<file path="src/verilog/lsu_pkg.sv">
package lsu_pkg;

    // data and address width
    localparam int xlen = 32;

    // one strobe bit per byte lane
    localparam int mask_w = xlen / 8;

    // sram geometry, word index from address bits 9 to 2
    localparam int mem_words = 256;
    localparam int mem_aw = 8;

    // extra response latency, 0 to 7 cycles
    localparam int delay_w = 3;

    // master side
    typedef enum logic [2:0] {
        ls_idle,
        ls_rd_addr,
        ls_rd_data,
        ls_wr_req,
        ls_wr_resp
    } lsu_state_e;

    // slave side
    // ms_wr_data covers an aw that arrives ahead of its w
    typedef enum logic [2:0] {
        ms_idle,
        ms_rd_wait,
        ms_rd_resp,
        ms_wr_data,
        ms_wr_wait,
        ms_wr_resp
    } mem_state_e;

endpackage

</file>
<file path="src/verilog/mem_delay_timer.sv">
`timescale 1ns/1ps

module mem_delay_timer (
    input  logic                        clk,
    input  logic                        rst,
    input  logic                        start,
    input  logic [lsu_pkg::delay_w-1:0] load_value,
    output logic                        done
);

    logic [lsu_pkg::delay_w-1:0] count;

    // sits at zero once expired, so a slow master sees done held
    always_ff @(posedge clk) begin
        if (rst) begin
            count <= '0;
        end else if (start) begin
            count <= load_value;
        end else if (count != '0) begin
            count <= count - 1'b1;
        end
    end

    assign done = (count == '0) && !start;

    // slave only restarts after the previous wait has run out
    a_no_restart: assert property (@(posedge clk) disable iff (rst)
        start |-> (count == '0));

endmodule

</file>
<file path="config.mk">
export PLATFORM = sky130hd
export DESIGN_NAME = mem_delay_timer
export DESIGN_NICKNAME = d
export VERILOG_FILES = /design/src/verilog/lsu_pkg.sv /design/src/verilog/mem_delay_timer.sv
export SDC_FILE = /design/constraint.sdc
export NUM_CORES = 1
export LEC_CHECK = 0
export CAP_MARGIN = 20
export CORE_AREA = 2 2 39 41
export CTS_CLUSTER_DIAMETER = 120
export DETAILED_ROUTE_END_ITERATION = 8
export DIE_AREA = 0 0 41 43
export DONT_BUFFER_PORTS = 1
export GPL_TIMING_DRIVEN = 0
export PLACE_DENSITY_LB_ADDON = 0.3
export SLEW_MARGIN = 5
export SYNTH_ARGS = -nofsm -noshare
export SYNTH_HDL_FRONTEND = slang
export SYNTH_SLANG_ARGS = --single-unit
</file>
<file path="constraint.sdc">
create_clock -name clk -period 2.8 [get_ports clk]
set_input_delay 0.56 -clock clk [delete_from_list [all_inputs] [get_ports clk]]
set_output_delay 0.56 -clock clk [all_outputs]
set_load 0.01 [all_outputs]
</file>
==> key figures, run 1 <==
Synth
  • Synth Cell Area: slightly above 200 sq um
  • Post-Synth Adder-Cell Area: 0.1212
  • Yosys top cell by area: dfxtp_1
  • Post-Synth XOR/XNOR Area: 0
  • Top post-synthesis cells by area: dfxtp_1, nor2b_1, ha_1
  • Area share of the largest cell type after synthesis: 0.2909
  • Part of the Yosys area used for sequential elements: 0.2909
  • Seq cells post-synth: 3
  • Cell variety after synth: 11
  • Net Count, Synth: 30
  • Yosys warns: 0
  • Syn Area/Cell: about 9.4 sq um
  • Mapped Cells: 22
  • Post-synthesis mux area share: 0
  • Largest family of logic cells by synthesized area: simple AND/OR/NAND/NOR gates
  • Post-synthesis compound-gate area fraction: 0.1697
  • Simple-gate share of the synthesized area: 0.3636

STA
  • Endpoints failing setup: 0
  • Slew Limit Headroom: 0.7857
  • Max-slew violations: 0
  • Final min period: roughly 1.7 ns
  • FMAX: 0.5818 GHz
  • Fin. Hold Viols: 0
  • Slew of the pin with the lowest slew margin: about 0.32 ns
  • Final Skew: about 0.0098 ns
  • Hold slack: around 0.38 ns
  • RSZ-0062 raised after global routing: no
  • Final setup margin: roughly 1.1 ns
  • Setup TNS Final: 0 ns
  • Final period util: 0.6138

Cells and area
  • Most frequent cells in the layout: nor2b_1, inv_1, clkbuf_4, dfxtp_1
  • Finished Core Util: 0.1826
  • Area growth from synthesis to layout: 22.42%
  • Nets: 35
  • Layout cells sized above 1: 0.1538
  • Filler cells: 161
  • Top reg by flops: count
  • Non-filler cells, final: 42
  • N_diodes: 0
  • Max FFs per register: 3
  • Register area: between 60 and 70 sq um
  • Top flop regs: count: 3 flops
  • Commonest non-fill, non-tap cell in the layout: nor2b_1
  • Multi-input gate area: approximately 140 sq um
  • Design Area, Final: about 250 sq um

Routing
  • Post-route antenna net violation count: 0
  • Vias: 180
  • 1st-iter DRT viols: 13
  • WL per Instance: approximately 12 microns
  • DR DRC count: 0
  • Vias/cell: between 4 and 5
  • Total wire length: roughly 500 microns
  • 1st-pass router iterations: 7

Global routing
  • Antenna violations before repair: 0
  • First-pass GRT wire length: about 770 microns
  • Largest net degree at the start of global routing: 10
  • Vias in the first global route: around 180
  • Gr ovfl total: 0
  • Overall Global Routing Usage: 0.07000

Setup path
  • CP Class: flop to primary output
  • WP data required: between 2 and 2.5 ns
  • CP arrival: about 1.2 ns
  • Crit end category: primary output
  • Worst R2R Path Depth: 4
  • Worst Path Max Fanout: 4
  • Crit path launch type: flop

Clocking
  • Post-CTS sizing: 0
  • Clock Latency Late Sink: around 0.24 ns
  • Hold buffers post-CTS: 0
  • Inserted Clock Buffers: 3
  • CTS H-tree depth: 1
  • CTS tree: yes
  • Worst-path clk slew: 0.04 ns
  • Worst-case clock buffer depth: 2
  • Root Driver: clkbuf_4
  • Post-CTS Setup Bufs: 0
  • Clock Sinks: 3

Floorplanning
  • Die Area: about 1800 sq um
  • I/O pin total: 7
  • Initial Util: 0.1492
  • Core area: ~1400 sq um
  • Site row count: 14
  • Chip width: between 40 and 50 microns
  • Die H: 43 microns

Place
  • Pre-CTS setup slack: around 1.3 ns
  • Gp weighted congestion: roughly 0.56
  • Placement Cell Area: 226.5 sq um
  • DP Cell Count: 38
  • Buffers on Ports: 0
  • Post-detail-place hpwl: 366.4 microns

Pwr
  • LEAKAGE: slightly above 0.09 nW
  • Power Dens Cells: 630.9 nW/um^2
  • Final Power: approximately 0.16 mW
  • Max VDD drop: around 0.00010 V

Worst hold path
  • Hold path cells: 1
  • Worst min-delay path class: primary input to flop

Flow run
  • Maximum capacitance violations: 0

Outcome
  • Status: finished, final reports clean
## routing by layer
| layer | track usage | vias up | wire length (microns) |
|---|---|---|---|
| li1 | - | 86 | - |
| met1 | 0.06032 | 86 | 165 |
| met2 | 0.1031 | 6 | 285 |
| met3 | 0.01571 | 2 | 35 |
| met4 | 0.1000 | 0 | 15 |
| met5 | 0 | - | 0 |
## synthesized netlist by cell type
cell type  count
a311oi_2       1
dfxtp_1        3
nand2b_1       1
nor4b_1        2
nor2b_1        5
or2b_1         1
inv_1          3
or3b_1         1
a2111oi_1      2
ha_1           2
nor2_1         1
## final cells by class
| type | count | share of cell area |
|---|---|---|
| Multi-Input combinational cell | 16 | 0.5347 |
| Sequential cell | 3 | 0.2376 |
| Clock buffer | 4 | 0.1040 |
| Tap cell | 16 | 0.07921 |
| Inverter | 3 | 0.04455 |
## path summary, 6_finish.rpt
| kind | from | slack [ns] | to |
|---|---|---|---|
| setup / recovery | count[0]$_SDFFE_PP0P_ | 1.08 | done |
| hold / removal | rst | 0.38 | count[2]$_SDFFE_PP0P_ |
| setup reg to reg | count[0]$_SDFFE_PP0P_ | 1.45 | count[2]$_SDFFE_PP0P_ |
| hold reg to reg | count[0]$_SDFFE_PP0P_ | 0.62 | count[0]$_SDFFE_PP0P_ |
## report_power, final
group	internal (mW)	leakage (nW)	switching [mW]
Sequential	0.0476	0.0251	0.00393
Clock	0.0537	0.0150	0.0263
Combinational	0.0146	0.0532	0.0133
Total	0.116	0.0932	0.0436
## logic make-up after synthesis
| family | count (synthesis) |
|---|---|
| AO/OA/AOI/OAI | 3 |
| adder cells (fa/ha/maj) | 2 |
| buffers and inverters | 3 |
| flip-flops | 3 |
| AND/OR/NAND/NOR | 11 |
## critical path, stage by stage (launching register included)
cell      delay [ns]
dfxtp_1         0.32
inv_1           0.08
ha_1            0.20
nand2b_1        0.11
nor2_1          0.20
Note: power is estimated with default switching activity, not from simulation.
==> run 2: changes to the inputs <==
--- a/config.mk
+++ b/config.mk
@@ -5,6 +5,7 @@
 export SDC_FILE = /design/constraint.sdc
 export NUM_CORES = 1
 export LEC_CHECK = 0
+export ABC_AREA = 1
 export CAP_MARGIN = 20
 export CORE_AREA = 2 2 39 41
 export CTS_CLUSTER_DIAMETER = 120
==> constraint.sdc (replaced) <==
create_clock -name clk -period 1.4 [get_ports clk]
set_input_delay 0.28 -clock clk [delete_from_list [all_inputs] [get_ports clk]]
set_output_delay 0.28 -clock clk [all_outputs]
set_load 0.01 [all_outputs]
==> run 2 against run 1 <==
Largest power group unchanged. Critical endpoint unchanged. Synthesized area decreased by 1.2%. Critical path depth unchanged. Clock power increased by 81%. Via count increased by 12%.
==> key figures, run 2 <==
Clocking
  • CTS tree: yes
  • Clock Latency Late Sink: 0.23 ns
  • Root Driver: clkbuf_4
  • Clock Sinks: 3
  • Inserted Clock Buffers: 3
  • Worst-case clock buffer depth: 2
  • Hold buffers post-CTS: 0
  • CTS H-tree depth: 1
  • Worst-path clk slew: approximately 0.030 ns

Worst hold path
  • Hold Path End: count[2]$_SDFFE_PP0P_
  • Hold_sp: rst
  • Hold path cells: 3
  • Worst min-delay path class: primary input to flop

Floorplanning
  • Core area: roughly 1400 sq um
  • Chip width: between 40 and 50 microns
  • Die H: ~43 microns
  • Die Area: ~1800 sq um
  • I/O pin total: 7
  • Site row count: 14
  • Initial Util: 0.1474

Pwr
  • Max VDD drop: 0.0003521 V
  • Final Power: between 0.3 and 0.4 mW
  • LEAKAGE: about 0.13 nW
  • Power Dens Cells: 1291 nW/um^2

Synth
  • Yosys warns: 0
  • Mapped Cells: 34
  • Synth Flop Type: dfxtp_1
  • Synth Cell Area: between 200 and 250 sq um
  • EDFF count, synth: 0
  • Seq cells post-synth: 3
  • Part of the Yosys area used for sequential elements: 0.2945
  • Net Count, Synth: 42
  • Syn Area/Cell: approximately 6.0 sq um
  • Area share of the largest cell type after synthesis: 0.2945
  • Yosys top cell by area: dfxtp_1
  • Top post-synthesis cells by area: dfxtp_1, nand2_1, nor2_1
  • Ys async rst share: 0
  • Post-synth top cells: nand2_1, nor2_1, inv_1, dfxtp_1
  • Cell variety after synth: 8

STA
  • Fin. Hold Viols: 0
  • Hold slack: roughly 0.2 ns
  • Slew Limit Headroom: 0.9043
  • Final Skew: roughly 0.00052 ns
  • Final min period: about 1.3 ns
  • RSZ-0062 raised after global routing: no
  • Final setup margin: 0.08534 ns
  • Setup TNS Final: 0 ns
  • Slew of the pin with the lowest slew margin: roughly 0.14 ns
  • Final period util: 0.9390
  • Max-slew violations: 0
  • FMAX: between 0.7 and 0.8 GHz
  • Endpoints failing setup: 0

Routing
  • WL per Instance: between 7 and 8 microns
  • 1st-pass router iterations: 1
  • Post-route antenna net violation count: 0
  • Metal2 WL: around 240 microns
  • Vias/cell: approximately 3.6
  • 1st-iter DRT viols: 0
  • Top layer in use: met3
  • DR DRC count: 0
  • Total wire length: approximately 400 microns
  • Vias: between 200 and 250
  • Metal3 WL: around 9 microns
  • Met1 Wirelength: approximately 160 microns

Cells and area
  • Finished Core Util: 0.1971
  • Top flop regs: count: 3 flops
  • Non-filler cells, final: between 50 and 60
  • Top reg by flops: count
  • Nets: 49
  • Design Area, Final: between 200 and 300 sq um
  • Most frequent cells in the layout: nand2_1, nor2_1, inv_1, clkbuf_4, dfxtp_1
  • Layout cells sized above 1: 0.2500
  • Filler cells: approximately 170
  • Area growth from synthesis to layout: 33.74%
  • Max FFs per register: 3
  • N_diodes: 0

Setup path
  • R2r startpoint: count[0]$_SDFFE_PP0P_
  • CP Class: flop to primary output
  • Worst path top cell family by delay: flip-flops
  • R2r setup slk: between 0.3 and 0.4 ns
  • Reg2reg end: count[1]$_SDFFE_PP0P_
  • CP arrival: 1.03 ns
  • CP cell instances: inv_2 -> ha_2 -> nand2_1 -> nor2_4
  • Slowest stage cell, crit path: dfxtp_1
  • CP max stage delay: 0.30 ns
  • Crit end category: primary output
  • WP data required: ~1.1 ns
  • Crit path launch type: flop
  • Buf+Inv Stages, Crit Path: 1
  • Worst R2R Path Depth: 5
  • Critical path launch point: count[0]$_SDFFE_PP0P_
  • Worst Path Max Fanout: 3

Global routing
  • Gr ovfl total: 0
  • First-pass GRT wire length: a little under 700 microns
  • Overall Global Routing Usage: 0.06112
  • Vias in the first global route: about 210
  • Largest net degree at the start of global routing: 8
  • Antenna violations before repair: 0

Outcome
  • Status: finished, final reports clean

Place
  • Gp weighted congestion: roughly 0.7
  • Pre-CTS setup slack: roughly 0.24 ns
  • Buffers on Ports: 0
  • DP Cell Count: 50
  • Placement Cell Area: ~220 sq um
  • Post-detail-place hpwl: about 350 microns

Flow run
  • Maximum capacitance violations: 0
## run 2: logic make-up after synthesis
kind of cell	after synthesis	share of synthesized area
AOI/OAI and AO/OA	2	0.04908
adders and majority gates	2	0.1227
DFF	3	0.2945
and+or+nand+nor	22	0.4417
buffers and inverters	5	0.09203
## run 2: per-layer routing
| layer | vias to the layer above | global-route usage |
|---|---|---|
| met2 | 1 | 0.09063 |
| li1 | 114 | - |
| met5 | - | 0 |
| met4 | 0 | 0.08000 |
| met1 | 87 | 0.05431 |
| met3 | 0 | 0.01571 |
## run 2: area by class of cell
type,count,area [sq um],share of cell area
clock buffers,4,26.28,0.09633
inverters,5,18.77,0.06881
multi-input cells,26,132.6,0.4862
flip-flops and latches,3,60.06,0.2202
well taps,16,20.02,0.07339
repair buffers,2,15.01,0.05505
## run 2: worst max path at each step
stage	slack (ns)	to	depth (start not counted)
2_1_floorplan	0.33	done	4
3_3_place_gp	0.24	done	4
3_5_place_dp	0.24	done	4
4_1_cts	0.004	done	4
5_1_grt	0.02	done	4
6_report	0.09	done	4
## run 2: power breakdown
| group | switching (mW) | internal, mW |
|---|---|---|
| Combinational | 0.0548 | 0.0476 |
| Sequential | 0.00626 | 0.0981 |
| Clock | 0.0389 | 0.106 |
## run 2: timing repair
item                                   4_1_cts  5_1_grt
endpoints found under the hold margin        0        0
buffers inserted                             0        2
resized for setup                            1        3
setup endpoints to repair                    1        1
pin swaps                                    0        1
## run 2: worst reg2reg max path: stages, from the launching register on
cell and delay (ns):
dfxtp_1 0.33, inv_2 0.05, ha_2 0.30, o21ai_0 0.07, nor2_1 0.11, nor2_1 0.04
==> run 3: changes to the inputs <==
--- a/config.mk
+++ b/config.mk
@@ -5,7 +5,6 @@
 export SDC_FILE = /design/constraint.sdc
 export NUM_CORES = 1
 export LEC_CHECK = 0
-export ABC_AREA = 1
 export CAP_MARGIN = 20
 export CORE_AREA = 2 2 39 41
 export CTS_CLUSTER_DIAMETER = 120
@@ -14,6 +13,7 @@
 export DONT_BUFFER_PORTS = 1
 export GPL_TIMING_DRIVEN = 0
 export PLACE_DENSITY_LB_ADDON = 0.3
+export SKIP_CTS_REPAIR_TIMING = 1
 export SLEW_MARGIN = 5
 export SYNTH_ARGS = -nofsm -noshare
 export SYNTH_HDL_FRONTEND = slang
==> run 3 against run 2 <==
Final cell count fell by 25%. Total power fell by 7.3%. Largest power group unchanged. Hold slack got worse by 0.098 ns. Clock power rose by 8%. Design area fell by 1.8%. Clock skew rose by 0.010 ns. Global-route usage rose by 0.89 points. Maximum frequency fell by 1.4%.
==> key figures, run 3 (synthesis gave the netlist of run 1 again) <==
Outcome
  • Status: finished, final reports clean

Place
  • Pre-CTS setup slack: roughly 0.068 ns
  • Post-detail-place hpwl: approximately 370 microns
  • Buffers on Ports: 0
  • Gp weighted congestion: 0.5573
  • Placement Cell Area: about 230 sq um

Cells and area
  • Filler cells: 160
  • Commonest non-fill, non-tap cell in the layout: nor2b_1
  • Design Area, Final: around 270 sq um
  • Area growth from synthesis to layout: 29.70%
  • Top flop regs: count: 3 flops
  • N_diodes: 0
  • Layout cells sized above 1: 0.3077
  • Max FFs per register: 3
  • Most frequent cells in the layout: nor2b_1, clkbuf_4, dfxtp_1
  • Nets: 35
  • Top reg by flops: count

Worst hold path
  • Worst min-delay path class: primary input to flop

Routing
  • Total wire length: around 500 microns
  • Vias: 190
  • Post-route antenna net violation count: 0
  • WL per Instance: roughly 12 microns
  • DR DRC count: 0
  • 1st-pass router iterations: 5
  • Vias/cell: around 4.5
  • 1st-iter DRT viols: 4

Global routing
  • Antenna violations before repair: 0
  • First-pass GRT wire length: 765 microns
  • Vias in the first global route: 184
  • Largest net degree at the start of global routing: 10
  • Overall Global Routing Usage: 0.07000
  • Gr ovfl total: 0

STA
  • Final period util: 0.9527
  • Slew of the pin with the lowest slew margin: 0.3201 ns
  • Endpoints failing setup: 0
  • FMAX: approximately 0.75 GHz
  • Hold slack: a little over 0.1 ns
  • Fin. Hold Viols: 0
  • Setup TNS Final: 0 ns
  • Final setup margin: about 0.066 ns
  • Final Skew: roughly 0.011 ns
  • Slew Limit Headroom: 0.7861
  • Final min period: 1.334 ns
  • Max-slew violations: 0
  • RSZ-0062 raised after global routing: no

Setup path
  • Crit path launch type: flop
  • CP arrival: between 1 and 1.5 ns
  • Crit end category: primary output
  • WP data required: between 1 and 1.5 ns
  • Worst Path Max Fanout: 4
  • CP Class: flop to primary output

Pwr
  • Power Dens Cells: 1219 nW/um^2
  • Max VDD drop: between 0.0002 and 0.00025 V
  • LEAKAGE: ~0.093 nW

Floorplanning
  • Core area: approximately 1400 sq um
  • Chip width: ~41 microns
  • Initial Util: 0.1492
  • Site row count: 14
  • Die Area: 1763 sq um
  • I/O pin total: 7
  • Die H: between 40 and 50 microns

Clocking
  • CTS H-tree depth: 1
  • Clock Sinks: 3
  • Worst-case clock buffer depth: 2
  • Inserted Clock Buffers: 3
  • Clock Latency Late Sink: ~0.24 ns
  • Worst-path clk slew: roughly 0.04 ns
  • CTS tree: yes
  • Root Driver: clkbuf_4

Flow run
  • Maximum capacitance violations: 0
[run 3: area by class of cell]
type / instances / area, sq um / share of cell area
tap: 16 / 20.02 / 0.07477
multi-input combinational: 16 / 150.1 / 0.5607
inverter: 3 / 11.26 / 0.04206
sequential: 3 / 60.06 / 0.2243
clock buffer: 4 / 26.28 / 0.09813
[run 3: routing by layer]
| metal | vias to the layer above | track usage | wire length [microns] | share of wire |
|---|---|---|---|---|
| met5 | - | 0 | 0 | 0 |
| met4 | 0 | 0.1000 | 11 | 0.022 |
| met3 | 2 | 0.01571 | 28 | 0.056 |
| met2 | 6 | 0.1031 | 280 | 0.56 |
| met1 | 93 | 0.06032 | 176 | 0.35 |
| li1 | 89 | - | - | - |
[run 3: worst max-delay path, cell delays in order (launching register included)]
cell	delay, ns
dfxtp_1	0.32
inv_2	0.08
ha_4	0.14
nand2b_1	0.10
nor2_2	0.17
[run 3: worst paths after layout]
check | from | end | slack, ns | cells past startpoint
worst min register to register | count[0]$_SDFFE_PP0P_ | count[0]$_SDFFE_PP0P_ | 0.63 | 2
worst max-delay path | count[0]$_SDFFE_PP0P_ | done | 0.07 | 4
worst max register to register | count[0]$_SDFFE_PP0P_ | count[2]$_SDFFE_PP0P_ | 0.13 | 4
worst min-delay path | rst | count[2]$_SDFFE_PP0P_ | 0.10 | 1
[run 3: stage by stage]
stage | power, mW | cells | util
after global placement | 0.1558 | 38 | 0.1637
after floorplan | 0.1489 | 22 | -
after CTS | 0.3246 | 42 | 0.1826
after detailed placement | 0.1599 | 38 | 0.1637
final | 0.3264 | 42 | 0.1935
after global routing | 0.3453 | 42 | 0.1935
[run 3: report_power, final]
part | internal, mW | switching (mW) | total [mW]
Sequential | 0.0953 | 0.00845 | 0.104
Combinational | 0.0355 | 0.0309 | 0.0665
Clock | 0.107 | 0.0492 | 0.156
Total | 0.238 | 0.0885 | 0.326
